**config.mk**
```make
export PLATFORM = sky130hd
export DESIGN_NAME = mul_accel
export DESIGN_NICKNAME = d
export VERILOG_FILES = /design/src/verilog/mul_pkg.sv /design/src/verilog/mul_decode.sv /design/src/verilog/mul_execute.sv /design/src/verilog/mul_result.sv /design/src/verilog/mul_accel.sv
export SDC_FILE = /design/constraint.sdc
export NUM_CORES = 2
export LEC_CHECK = 0
export BUFFER_PORTS_ARGS = -buffer_cell sky130_fd_sc_hd__buf_2
export CAP_MARGIN = 20
export CORE_ASPECT_RATIO = 0.9
export CORE_UTILIZATION = 35
export DETAILED_ROUTE_END_ITERATION = 8
export SYNTH_ARGS = -nofsm -noshare
export SYNTH_HDL_FRONTEND = slang
export SYNTH_MEMORY_MAX_BITS = 65536
export SYNTH_SLANG_ARGS = --single-unit
```
**constraint.sdc**
```tcl
create_clock -name clk -period 10.96 [get_ports clk]
set_input_delay 0 -clock clk [delete_from_list [all_inputs] [get_ports clk]]
set_output_delay 0 -clock clk [all_outputs]
set_load 0.01 [all_outputs]
```
**src/verilog/mul_pkg.sv**
```systemverilog
/*
  Shared constants for the multiply accelerator.
  Holds the register map, operation codes, data widths, the pipeline
  depth and the AXI4-Lite response codes. Modules import it as needed.
*/
package mul_pkg;

  // Data path widths
  localparam int word_width = 32;
  localparam int nibble_width = 4;
  localparam int product_width = 2 * word_width;
  localparam int strb_width = word_width / 8;
  localparam int addr_width = 5;

  // Nibble digits per operand and number of digit products
  localparam int digit_count = word_width / nibble_width;
  localparam int pp_count = digit_count * digit_count;

  // Cycles from launch to done
  localparam int mul_latency = 4;

  // Register map, byte offsets
  localparam logic [addr_width-1:0] reg_operand_a = 5'h00;
  localparam logic [addr_width-1:0] reg_operand_b = 5'h04;
  localparam logic [addr_width-1:0] reg_ctrl = 5'h08;
  localparam logic [addr_width-1:0] reg_result = 5'h0C;
  localparam logic [addr_width-1:0] reg_status = 5'h10;

  // Operation select, ctrl bits 2:1
  localparam int op_width = 2;
  localparam logic [op_width-1:0] op_mul = 2'd0;
  localparam logic [op_width-1:0] op_mulh = 2'd1;
  localparam logic [op_width-1:0] op_mulhsu = 2'd2;
  localparam logic [op_width-1:0] op_mulhu = 2'd3;

  // AXI response codes
  localparam int resp_width = 2;
  localparam logic [resp_width-1:0] resp_okay = 2'b00;
  localparam logic [resp_width-1:0] resp_slverr = 2'b10;

endpackage

```
**src/verilog/mul_decode.sv**
```systemverilog
/*
  AXI4-Lite write side of the multiply accelerator.
  Stores both operands, takes the control word and turns a start request
  into a one-cycle launch with the signedness and word select for execute.
*/
module mul_decode
(
  input  logic clk,
  input  logic reset,
  input  logic awvalid,
  output logic awready,
  input  logic [mul_pkg::addr_width-1:0] awaddr,
  input  logic wvalid,
  output logic wready,
  input  logic [mul_pkg::word_width-1:0] wdata,
  input  logic [mul_pkg::strb_width-1:0] wstrb,
  output logic bvalid,
  input  logic bready,
  output logic [mul_pkg::resp_width-1:0] bresp,
  input  logic busy,
  output logic launch,
  output logic [mul_pkg::word_width-1:0] operand_a,
  output logic [mul_pkg::word_width-1:0] operand_b,
  output logic [mul_pkg::op_width-1:0] op,
  output logic signed_a,
  output logic signed_b,
  output logic want_high
);
  import mul_pkg::*;

  logic accept;
  logic full_strb;
  logic start_req;
  logic start_ok;
  logic wr_ok;
  logic next_signed_a;
  logic next_signed_b;
  logic next_want_high;

  // Address and data beats are taken together, one response at a time
  assign accept = awvalid && wvalid && !bvalid;
  assign awready = accept;
  assign wready = accept;

  // Partial writes change nothing
  assign full_strb = &wstrb;
  assign start_req = (awaddr == reg_ctrl) && full_strb && wdata[0];

  // Launch still in flight counts as busy, status has not caught up yet
  assign start_ok = accept && start_req && !busy && !launch;

  always_comb
  begin
    case (awaddr)
      reg_operand_a, reg_operand_b: wr_ok = 1'b1;
      // Start while a multiply runs is refused
      reg_ctrl: wr_ok = !(start_req && (busy || launch));
      default: wr_ok = 1'b0;
    endcase
  end

  // Arithmetic controls from the RISC-V variant
  always_comb
  begin
    case (wdata[2:1])
      op_mul:
      begin
        next_signed_a = 1'b1;
        next_signed_b = 1'b1;
        next_want_high = 1'b0;
      end
      op_mulh:
      begin
        next_signed_a = 1'b1;
        next_signed_b = 1'b1;
        next_want_high = 1'b1;
      end
      op_mulhsu:
      begin
        next_signed_a = 1'b1;
        next_signed_b = 1'b0;
        next_want_high = 1'b1;
      end
      default:
      begin
        next_signed_a = 1'b0;
        next_signed_b = 1'b0;
        next_want_high = 1'b1;
      end
    endcase
  end

  // Handshake and launch state
  always_ff @(posedge clk)
  begin
    if (reset)
    begin
      bvalid <= 1'b0;
      launch <= 1'b0;
    end
    else
    begin
      launch <= start_ok;
      if (accept)
        bvalid <= 1'b1;
      else if (bready)
        bvalid <= 1'b0;
    end
  end

  // Response code and register contents
  always_ff @(posedge clk)
  begin
    if (accept)
      bresp <= wr_ok ? resp_okay : resp_slverr;
    if (accept && full_strb && awaddr == reg_operand_a)
      operand_a <= wdata;
    if (accept && full_strb && awaddr == reg_operand_b)
      operand_b <= wdata;
    // Operation held steady for the whole multiply
    if (start_ok)
    begin
      op <= wdata[2:1];
      signed_a <= next_signed_a;
      signed_b <= next_signed_b;
      want_high <= next_want_high;
    end
  end

endmodule

```
**src/verilog/mul_execute.sv**
```systemverilog
/*
  Pipelined 32x32 multiplier built from nibble partial products.
  A launch pulse enters with the operands; done comes out mul_latency
  cycles later with the selected product word and its overflow flag.
*/
module mul_execute
(
  input  logic clk,
  input  logic reset,
  input  logic launch,
  input  logic [mul_pkg::word_width-1:0] operand_a,
  input  logic [mul_pkg::word_width-1:0] operand_b,
  input  logic signed_a,
  input  logic signed_b,
  input  logic want_high,
  output logic done,
  output logic [mul_pkg::word_width-1:0] product_word,
  output logic overflow
);
  import mul_pkg::*;

  // Valid bit travelling beside the data
  logic [mul_latency-1:0] valid_pipe;

  // Partial products and sums per stage
  logic [product_width-1:0] pp1 [pp_count];
  logic [product_width-1:0] sum_32 [pp_count/2];
  logic [product_width-1:0] sum_16 [pp_count/4];
  logic [product_width-1:0] sum_8 [pp_count/8];
  logic [product_width-1:0] s2 [pp_count/4];
  logic [product_width-1:0] s3 [pp_count/16];

  // Operands and {signed_a, signed_b, want_high} kept for the correction
  logic [word_width-1:0] a1, a2, a3;
  logic [word_width-1:0] b1, b2, b3;
  logic [2:0] ctl1, ctl2, ctl3;

  logic [product_width-1:0] full;
  logic ovf_next;

  always_ff @(posedge clk)
  begin
    if (reset)
      valid_pipe <= '0;
    else
      valid_pipe <= {valid_pipe[mul_latency-2:0], launch};
  end

  assign done = valid_pipe[mul_latency-1];

  // Stage 1, every nibble pair times its weight
  always_ff @(posedge clk)
  begin
    a1 <= operand_a;
    b1 <= operand_b;
    ctl1 <= {signed_a, signed_b, want_high};
    for (int i = 0; i < digit_count; i++)
    begin
      for (int j = 0; j < digit_count; j++)
      begin
        pp1[i*digit_count + j] <=
          product_width'(operand_a[i*nibble_width +: nibble_width]) *
          product_width'(operand_b[j*nibble_width +: nibble_width]) <<
          (nibble_width * (i + j));
      end
    end
  end

  // Two adder levels per stage
  always_comb
  begin
    for (int i = 0; i < pp_count/2; i++)
    begin
      sum_32[i] = pp1[2*i] + pp1[2*i + 1];
    end
    for (int i = 0; i < pp_count/8; i++)
    begin
      sum_8[i] = s2[2*i] + s2[2*i + 1];
    end
  end

  always_comb
  begin
    for (int i = 0; i < pp_count/4; i++)
    begin
      sum_16[i] = sum_32[2*i] + sum_32[2*i + 1];
    end
  end

  // Stage 2 and stage 3 registers
  always_ff @(posedge clk)
  begin
    a2 <= a1;
    b2 <= b1;
    ctl2 <= ctl1;
    s2 <= sum_16;
    a3 <= a2;
    b3 <= b2;
    ctl3 <= ctl2;
    for (int i = 0; i < pp_count/16; i++)
    begin
      s3[i] <= sum_8[2*i] + sum_8[2*i + 1];
    end
  end

  // Stage 4, unsigned sum then two's complement correction
  always_comb
  begin
    full = s3[0] + s3[1] + s3[2] + s3[3];
    if (ctl3[2] && a3[word_width-1])
      full = full - {b3, {word_width{1'b0}}};
    if (ctl3[1] && b3[word_width-1])
      full = full - {a3, {word_width{1'b0}}};
    // Mixed sign counts as a signed result
    if (ctl3[2] || ctl3[1])
      ovf_next = full[product_width-1:word_width] != {word_width{full[word_width-1]}};
    else
      ovf_next = full[product_width-1:word_width] != '0;
  end

  always_ff @(posedge clk)
  begin
    product_word <= ctl3[0] ? full[product_width-1:word_width] : full[word_width-1:0];
    overflow <= ovf_next;
  end

endmodule

```
**src/verilog/mul_result.sv**
```systemverilog
/*
  Result capture and AXI4-Lite read side of the multiply accelerator.
  Tracks busy from launch to done, holds the last product and overflow,
  and answers reads of the result and status registers.
*/
module mul_result
(
  input  logic clk,
  input  logic reset,
  input  logic launch,
  input  logic done,
  input  logic [mul_pkg::word_width-1:0] product_word,
  input  logic overflow,
  output logic busy,
  input  logic arvalid,
  output logic arready,
  input  logic [mul_pkg::addr_width-1:0] araddr,
  output logic rvalid,
  input  logic rready,
  output logic [mul_pkg::word_width-1:0] rdata,
  output logic [mul_pkg::resp_width-1:0] rresp
);
  import mul_pkg::*;

  logic [word_width-1:0] result_q;
  logic overflow_q;
  logic read_accept;

  // One read outstanding
  assign arready = !rvalid;
  assign read_accept = arvalid && !rvalid;

  // Busy window and captured result
  always_ff @(posedge clk)
  begin
    if (reset)
    begin
      busy <= 1'b0;
      result_q <= '0;
      overflow_q <= 1'b0;
    end
    else
    begin
      if (done)
      begin
        busy <= 1'b0;
        result_q <= product_word;
        overflow_q <= overflow;
      end
      if (launch)
        busy <= 1'b1;
    end
  end

  // Read response held until rready
  always_ff @(posedge clk)
  begin
    if (reset)
      rvalid <= 1'b0;
    else if (read_accept)
      rvalid <= 1'b1;
    else if (rready)
      rvalid <= 1'b0;
  end

  always_ff @(posedge clk)
  begin
    if (read_accept)
    begin
      case (araddr)
        reg_result:
        begin
          rdata <= result_q;
          rresp <= resp_okay;
        end
        reg_status:
        begin
          rdata <= {{(word_width-2){1'b0}}, overflow_q, busy};
          rresp <= resp_okay;
        end
        default:
        begin
          rdata <= '0;
          rresp <= resp_slverr;
        end
      endcase
    end
  end

endmodule

```
**src/verilog/mul_accel.sv**
```systemverilog
/*
  Top level of the multiply accelerator.
  Exposes one AXI4-Lite slave port and connects the write decode,
  the multiplier pipeline and the result and read logic.
*/
module mul_accel
(
  input  logic clk,
  input  logic reset,
  input  logic awvalid,
  output logic awready,
  input  logic [mul_pkg::addr_width-1:0] awaddr,
  input  logic wvalid,
  output logic wready,
  input  logic [mul_pkg::word_width-1:0] wdata,
  input  logic [mul_pkg::strb_width-1:0] wstrb,
  output logic bvalid,
  input  logic bready,
  output logic [mul_pkg::resp_width-1:0] bresp,
  input  logic arvalid,
  output logic arready,
  input  logic [mul_pkg::addr_width-1:0] araddr,
  output logic rvalid,
  input  logic rready,
  output logic [mul_pkg::word_width-1:0] rdata,
  output logic [mul_pkg::resp_width-1:0] rresp
);
  import mul_pkg::*;

  // Decode to execute
  logic launch;
  logic [word_width-1:0] operand_a;
  logic [word_width-1:0] operand_b;
  logic signed_a;
  logic signed_b;
  logic want_high;

  // Execute to result, and busy back to decode
  logic done;
  logic [word_width-1:0] product_word;
  logic overflow;
  logic busy;

  mul_decode mul_decode_inst
  (
    .clk(clk),
    .reset(reset),
    .awvalid(awvalid),
    .awready(awready),
    .awaddr(awaddr),
    .wvalid(wvalid),
    .wready(wready),
    .wdata(wdata),
    .wstrb(wstrb),
    .bvalid(bvalid),
    .bready(bready),
    .bresp(bresp),
    .busy(busy),
    .launch(launch),
    .operand_a(operand_a),
    .operand_b(operand_b),
    .op(),
    .signed_a(signed_a),
    .signed_b(signed_b),
    .want_high(want_high)
  );

  mul_execute mul_execute_inst
  (
    .clk(clk),
    .reset(reset),
    .launch(launch),
    .operand_a(operand_a),
    .operand_b(operand_b),
    .signed_a(signed_a),
    .signed_b(signed_b),
    .want_high(want_high),
    .done(done),
    .product_word(product_word),
    .overflow(overflow)
  );

  mul_result mul_result_inst
  (
    .clk(clk),
    .reset(reset),
    .launch(launch),
    .done(done),
    .product_word(product_word),
    .overflow(overflow),
    .busy(busy),
    .arvalid(arvalid),
    .arready(arready),
    .araddr(araddr),
    .rvalid(rvalid),
    .rready(rready),
    .rdata(rdata),
    .rresp(rresp)
  );

endmodule

```
## After elaboration in Yosys (flattened, before gate mapping)

Memory sizes are Yosys's and may differ from the RTL's.
Cells that the tools add are included.

| operators by class | value |
|---|---|
| add/subtract/negate cells | 65 |
| $mul | 64 |
| equality and inequality tests | 7 |
| muxes and demuxes | 17 |
| reductions and logical operators | 32 |

Operator list:

| kind | number |
|---|---|
| adder 64 bit | 63 |
| multiplier 4 x 4 -> 8 bit | 64 |
| 2-to-1 mux 64 bit | 2 |
| subtractor 64 bit | 2 |
| one-hot mux 32 bit (2 select lines) | 1 |
| 2-to-1 mux 32 bit | 1 |
| inequality test 32 bit | 1 |
| nonzero test 32 bit | 1 |
| logical AND 1 bit | 14 |
| == test 5 x 4 -> 1 bit (second input constant) | 2 |
| 2-to-1 mux 1 bit | 10 |
| nonzero test 2 bit | 3 |
| OR reduction 2 bit | 3 |
| == test 5 x 3 -> 1 bit (second input constant) | 1 |
| == test 5 bit (second input constant) | 1 |
| logical NOT 1 bit | 5 |
| logical NOT 5 bit | 1 |
| 2-to-1 mux 2 bit | 2 |
| AND reduction 4 bit | 1 |
| OR reduction 3 bit | 1 |
| == test 2 x 1 -> 1 bit (second input constant) | 1 |
| == test 2 bit (second input constant) | 1 |
| logical NOT 2 bit | 1 |
| logical OR 1 bit | 2 |
| one-hot mux 1 bit (2 select lines) | 1 |

| word-level totals | value |
|---|---|
| register bits | 1402 |
| bits in writable memories | 4352 |
| input port bits | 53 |
| word-level logic and storage cells | 229 |
| memories | 2 |

Memories:

| name | depth | width | rd ports | clocked after memory_dff | write ports | RTL line | RTL |
|---|---|---|---|---|---|---|---|
| mul_execute_inst.pp1 | 64 | 64 | 64 | 0 | 64 | mul_execute.sv:26 | `logic [product_width-1:0] pp1 [pp_count];` |
| mul_execute_inst.s3 | 4 | 64 | 4 | 0 | 4 | mul_execute.sv:31 | `logic [product_width-1:0] s3 [pp_count/16];` |

## Longest topological paths before layout

| logic depth | value |
|---|---|
| word-level depth | 9 |
| gate-level depth with buffers | 40 |
| gate-level depth less buffers | 39 |

## Hierarchy

From an unflattened synthesis, not the netlist that was laid out.

| unflattened totals | value |
|---|---|
| cell total of the unflattened synthesis | 8606 |
| area, all modules | 84821.4 sq um |

Modules (own cells, without submodules):

| module | times used | cells an instance | area each (sq um) | seq. area each (sq um) |
|---|---|---|---|---|
| mul_execute | 1 | 8316 | 79956.7 | 25044.0 |
| mul_result | 1 | 195 | 2560.0 | 1691.6 |
| mul_decode | 1 | 95 | 2304.7 | 2142.1 |

## Least setup slack after synthesis

Ideal clock, no wire load.

| path | value |
|---|---|
| path type | register to register |
| start point | memory mul_execute_inst.s3[3][24] (netlist name) |
| end point | register mul_execute_inst.overflow |
| library setup time | 0.131 ns |
| arrival | 7.817 ns |
| data required time | 10.829 ns |
| setup slack | 3.012 ns |
| cell stages (with the launch flop) | 41 |
| path buffers | 1 |
| clock period less this slack | 7.948 ns |
| path through | dfxtp_1 > fa_1 > inv_1 > fa_1 > inv_1 > ha_1 > clkbuf_1 > nand4_1 > o221ai_1 > o21ai_0 > a31o_2 > nand2b_1 > a21boi_0 > o21a_1 > xnor2_1 > inv_1 > fa_1 > nand2b_1 > [... 5 more ...] > xnor2_1 > nand2_1 > nand2_1 > ha_1 > a21o_1 > a21oi_1 > o21ai_0 > a21o_1 > a21o_1 > a221oi_1 > nand2_1 > a21o_1 > a2111o_1 > o221ai_1 > nor2_1 > xnor2_1 > nor4b_1 > a22oi_1 |

RTL lines:

| item | RTL line | RTL |
|---|---|---|
| start, declared | mul_execute.sv:31 |  |
| end signal, assigned | mul_execute.sv:124 | `overflow <= ovf_next;` |
| end, declared | mul_execute.sv:18 | `output logic overflow` |

==> flow_summary.yaml <==
yosys:
  ys.flop_type: "dfxtp_1"
  avgSynthCellArea_um2: 9.83
  async_flop_share_pct: 0
  ys_seq_elements: 1389
  syn-instance-count: 8588
  synth_edf_count: 101
  yosysMostFrequentCell: "ha_1"
  synth_common_cells: "1,435 x ha_1, 1,288 x dfxtp_1, 966 x inv_1"
  netlist.top_cell.by_area: "dfxtp_1"
  yosysSeqAreaShare_pct: 34.1
  yosysWarnings: 0
  syn-cell-area_mm2: 0.0845
  synth.top_cell.area_share_pct: 30.5
  synth.top_cells.by_area: "dfxtp_1 31%, ha_1 21%, fa_1 8.7%"
  synth.distinct_cells: 98
critical_path:
  path_depth: 37
  setup.worst_path.start_class: "flip-flop"
  cpPeakStageDelay_ps: 660
  cp-end-kind: "flip-flop"
  regToRegStartpoint: "mul_execute_inst.s3[3][24]"
  cp-startpoint: "mul_execute_inst.s3[3][24]"
  arrival_ps: 10230
  rr_worst_depth: 37
  worstPathRequired_ps: 11640
  path_max_fanout: 8
  path_delay_family: "compound AO/OA/AOI/OAI gates"
  crit_type: "reg2reg"
  cp_common_cell: "a21oi_1"
  reg2reg_slack_ps: 1410
  critical_path_buf_inv_count: 3
  critPathSlowestCell: "o21ai_0"
floorplanning:
  start_util_pct: 35.3
  fp.dieW_um: 520
  die_area_mm2: 0.243
  coreArea_mm2: 0.239
  dieHeight_um: 468
  pin_count: 94
  rows: 170
sta:
  fin_skew_ps: 23.4
  drv_slew: 0
  setup_violations: 0
  worstMarginPinSlew_ps: 1100
  relSlewSlack_pct: 26.8
  hold_violations: 0
  clock.fmax_mhz: 105
  setup_tns_ps: 0
  rsz0062_at_grt: "false"
  finalCritPeriodShare_pct: 87.2
  finalCriticalPeriod_ps: 9550
cts:
  clk_latency_ps: 800
  cts_tree: "built"
  clockBufferDepth: 3
  h-tree-depth: 4
  numCtsBuffers: 157
  clkSinkCount: 1389
  cts.reportedPaths.clkPinSlew_ps: 60
  cts-root-buf: "clkbuf_16"
  cts_setup_buffers: 0
min_path:
  hold_path_class: "in2reg"
  hold_start: "wdata[14]"
  whs_path_depth: 2
drt:
  viasPerCell: 4.85
  drc: 0
  dr.pass1.iters: 5
  drt-total-wl_mm: 221
  wl_per_cell_um: 18.3
  drtIter0Drc: 3130
  route.vias.total: 58500
  ant_nets: 0
place:
  postPlaceCellArea_mm2: 0.0885
  port_buffers: 91
  dp_hpwl_mm: 167
  place.gp.congestion: 0.877
cells_and_area:
  postLayoutCellArea_mm2: 0.0947
  fillers: 23400
  drive_gt1_share_pct: 5.65
  syn2layout_area_growth_pct: 12.1
  final_nets: 10600
global_route:
  grt_start_max_net_pins: 61
  grt_first_pass_wirelength_mm: 343
  grt_overflow: 0
  antenna_found_initial: 32
  grtUsageTotal_pct: 18.2
  first_global_vias: 59700
power_and_ir_drop:
  ir_worst_vdd_v: 0.000101
  pwr-share-comb_pct: 7.7
  p_switching_mw: 2.76
  power.leakage_nw: 47.2
  power_density_mw_per_mm2: 121
  seq_power_share_pct: 44.9
  clock_power_share_pct: 47.5
  swShare_pct: 24.0
  internal_power_mw: 8.74
job:
  maxCapViolations: 0
run_status:
  outcome: "completed"
-- power groups by stage --
stage	logic (mW)	clock network [mW]	registers [mW]
floorplan	0.579	0	5.27
global placement	0.852	0	5.27
detailed placement	0.847	0	5.27
CTS	0.874	5.58	5.16
global route	0.965	5.79	5.16
finish	0.880	5.46	5.16
-- area by class of cell --
cell class | instances | area, µm² | share of cell area [%]
diodes | 7 | 17.5 | 0.0185
clock buffers | 215 | 4550 | 4.80
clock inverters | 76 | 842 | 0.889
inverters | 967 | 3630 | 3.83
multi-input cells | 5976 | 51000 | 53.9
flip-flops and latches | 1389 | 28800 | 30.4
well taps | 3182 | 3980 | 4.20
repair buffers | 247 | 1820 | 1.92
-- final timing paths --
path | end
max reg2reg | mul_execute_inst.overflow
min | mul_decode_inst.operand_a[14]
min reg2reg | mul_execute_inst.s2[715]
max | mul_execute_inst.overflow
-- cells by family after synthesis --
family          count (synthesis)  share of synthesized area, %
compound gates               1433                          10.7
xor+xnor                      675                          7.00
fa+ha+maj                    1801                          29.9
buf+inv                      1224                          5.49
flops                        1389                          34.1
mux                            53                         0.649
other cells                     1                       0.00444
simple gates                 2012                          12.1
-- worst register-to-register path, delay by kind of cell (launching register included) --
family                   cells  cell delay (ps)
AO/OA/AOI/OAI               20             4750
XOR/XNOR                     3              780
adder cells (fa/ha/maj)      5             2320
buffers and inverters        3              220
flip-flops                   1              320
AND/OR/NAND/NOR              6             1060
-- layer usage --
metal | vias to the layer above | share of wire [%] | track usage, %
met5 | - | 0.029 | 0
met4 | 10 | 1.9 | 4.16
met3 | 257 | 4.2 | 2.28
met2 | 1096 | 46 | 30.9
met1 | 28300 | 48 | 24.6
li1 | 28800 | - | -
-- through the flow --
step                      util (%)  std cells  hold WS [ps]  setup WS (ps)  power (mW)
after floorplan                  -       8589          71.6           3010        5.84
after global placement        37.0      11700           188           1360        6.12
after detailed placement      37.0      11700           195           1400        6.11
after CTS                     39.6      12100          1.22           1350        11.6
after global routing          39.6      12100          26.9            542        11.9
final                         39.6      12100          59.5           1410        11.5
-- repair_timing --
| item | CTS | global route |
|---|---|---|
| hold endpoints to repair | 179 | 0 |
| resized for setup | 0 | 0 |
| endpoints found under the setup margin | 0 | 0 |
| hold buffers | 78 | 0 |
-- cell usage in the layout, fill, tap and decap left out, types with 101 or more instances in the layout --
cell | netlist | routed
xnor2_1 | 471 | 471
inv_1 | 966 | 966
and2_1 | 686 | 686
a21o_1 | 265 | 265
xor2_1 | 204 | 204
fa_1 | 366 | 366
dfxtp_1 | 1288 | 1286
o21ai_0 | 222 | 222
nand2_1 | 625 | 625
ha_1 | 1435 | 1435
edfxtp_1 | 101 | 101
a21oi_1 | 525 | 525
clkbuf_16 | 0 | 166
o21bai_1 | 137 | 137
nor2_1 | 324 | 324
-- state kept, by name (all words and copies together) (netlist names), 4 cells and up --
name and flops:
mul_decode_inst.operand_a 32, mul_execute_inst.product_word 32, mul_result_inst.rdata 32, mul_execute_inst.b3 32
mul_decode_inst.operand_b 32, mul_execute_inst.a2 32, mul_execute_inst.s3 166, mul_execute_inst.pp1 512
mul_execute_inst.a3 32, mul_result_inst.result_q 32, mul_execute_inst.s2 335, mul_execute_inst.b2 32
mul_execute_inst.valid_pipe 4, mul_execute_inst.b1 32, mul_execute_inst.a1 32
Power figures use the tool's default switching activity.
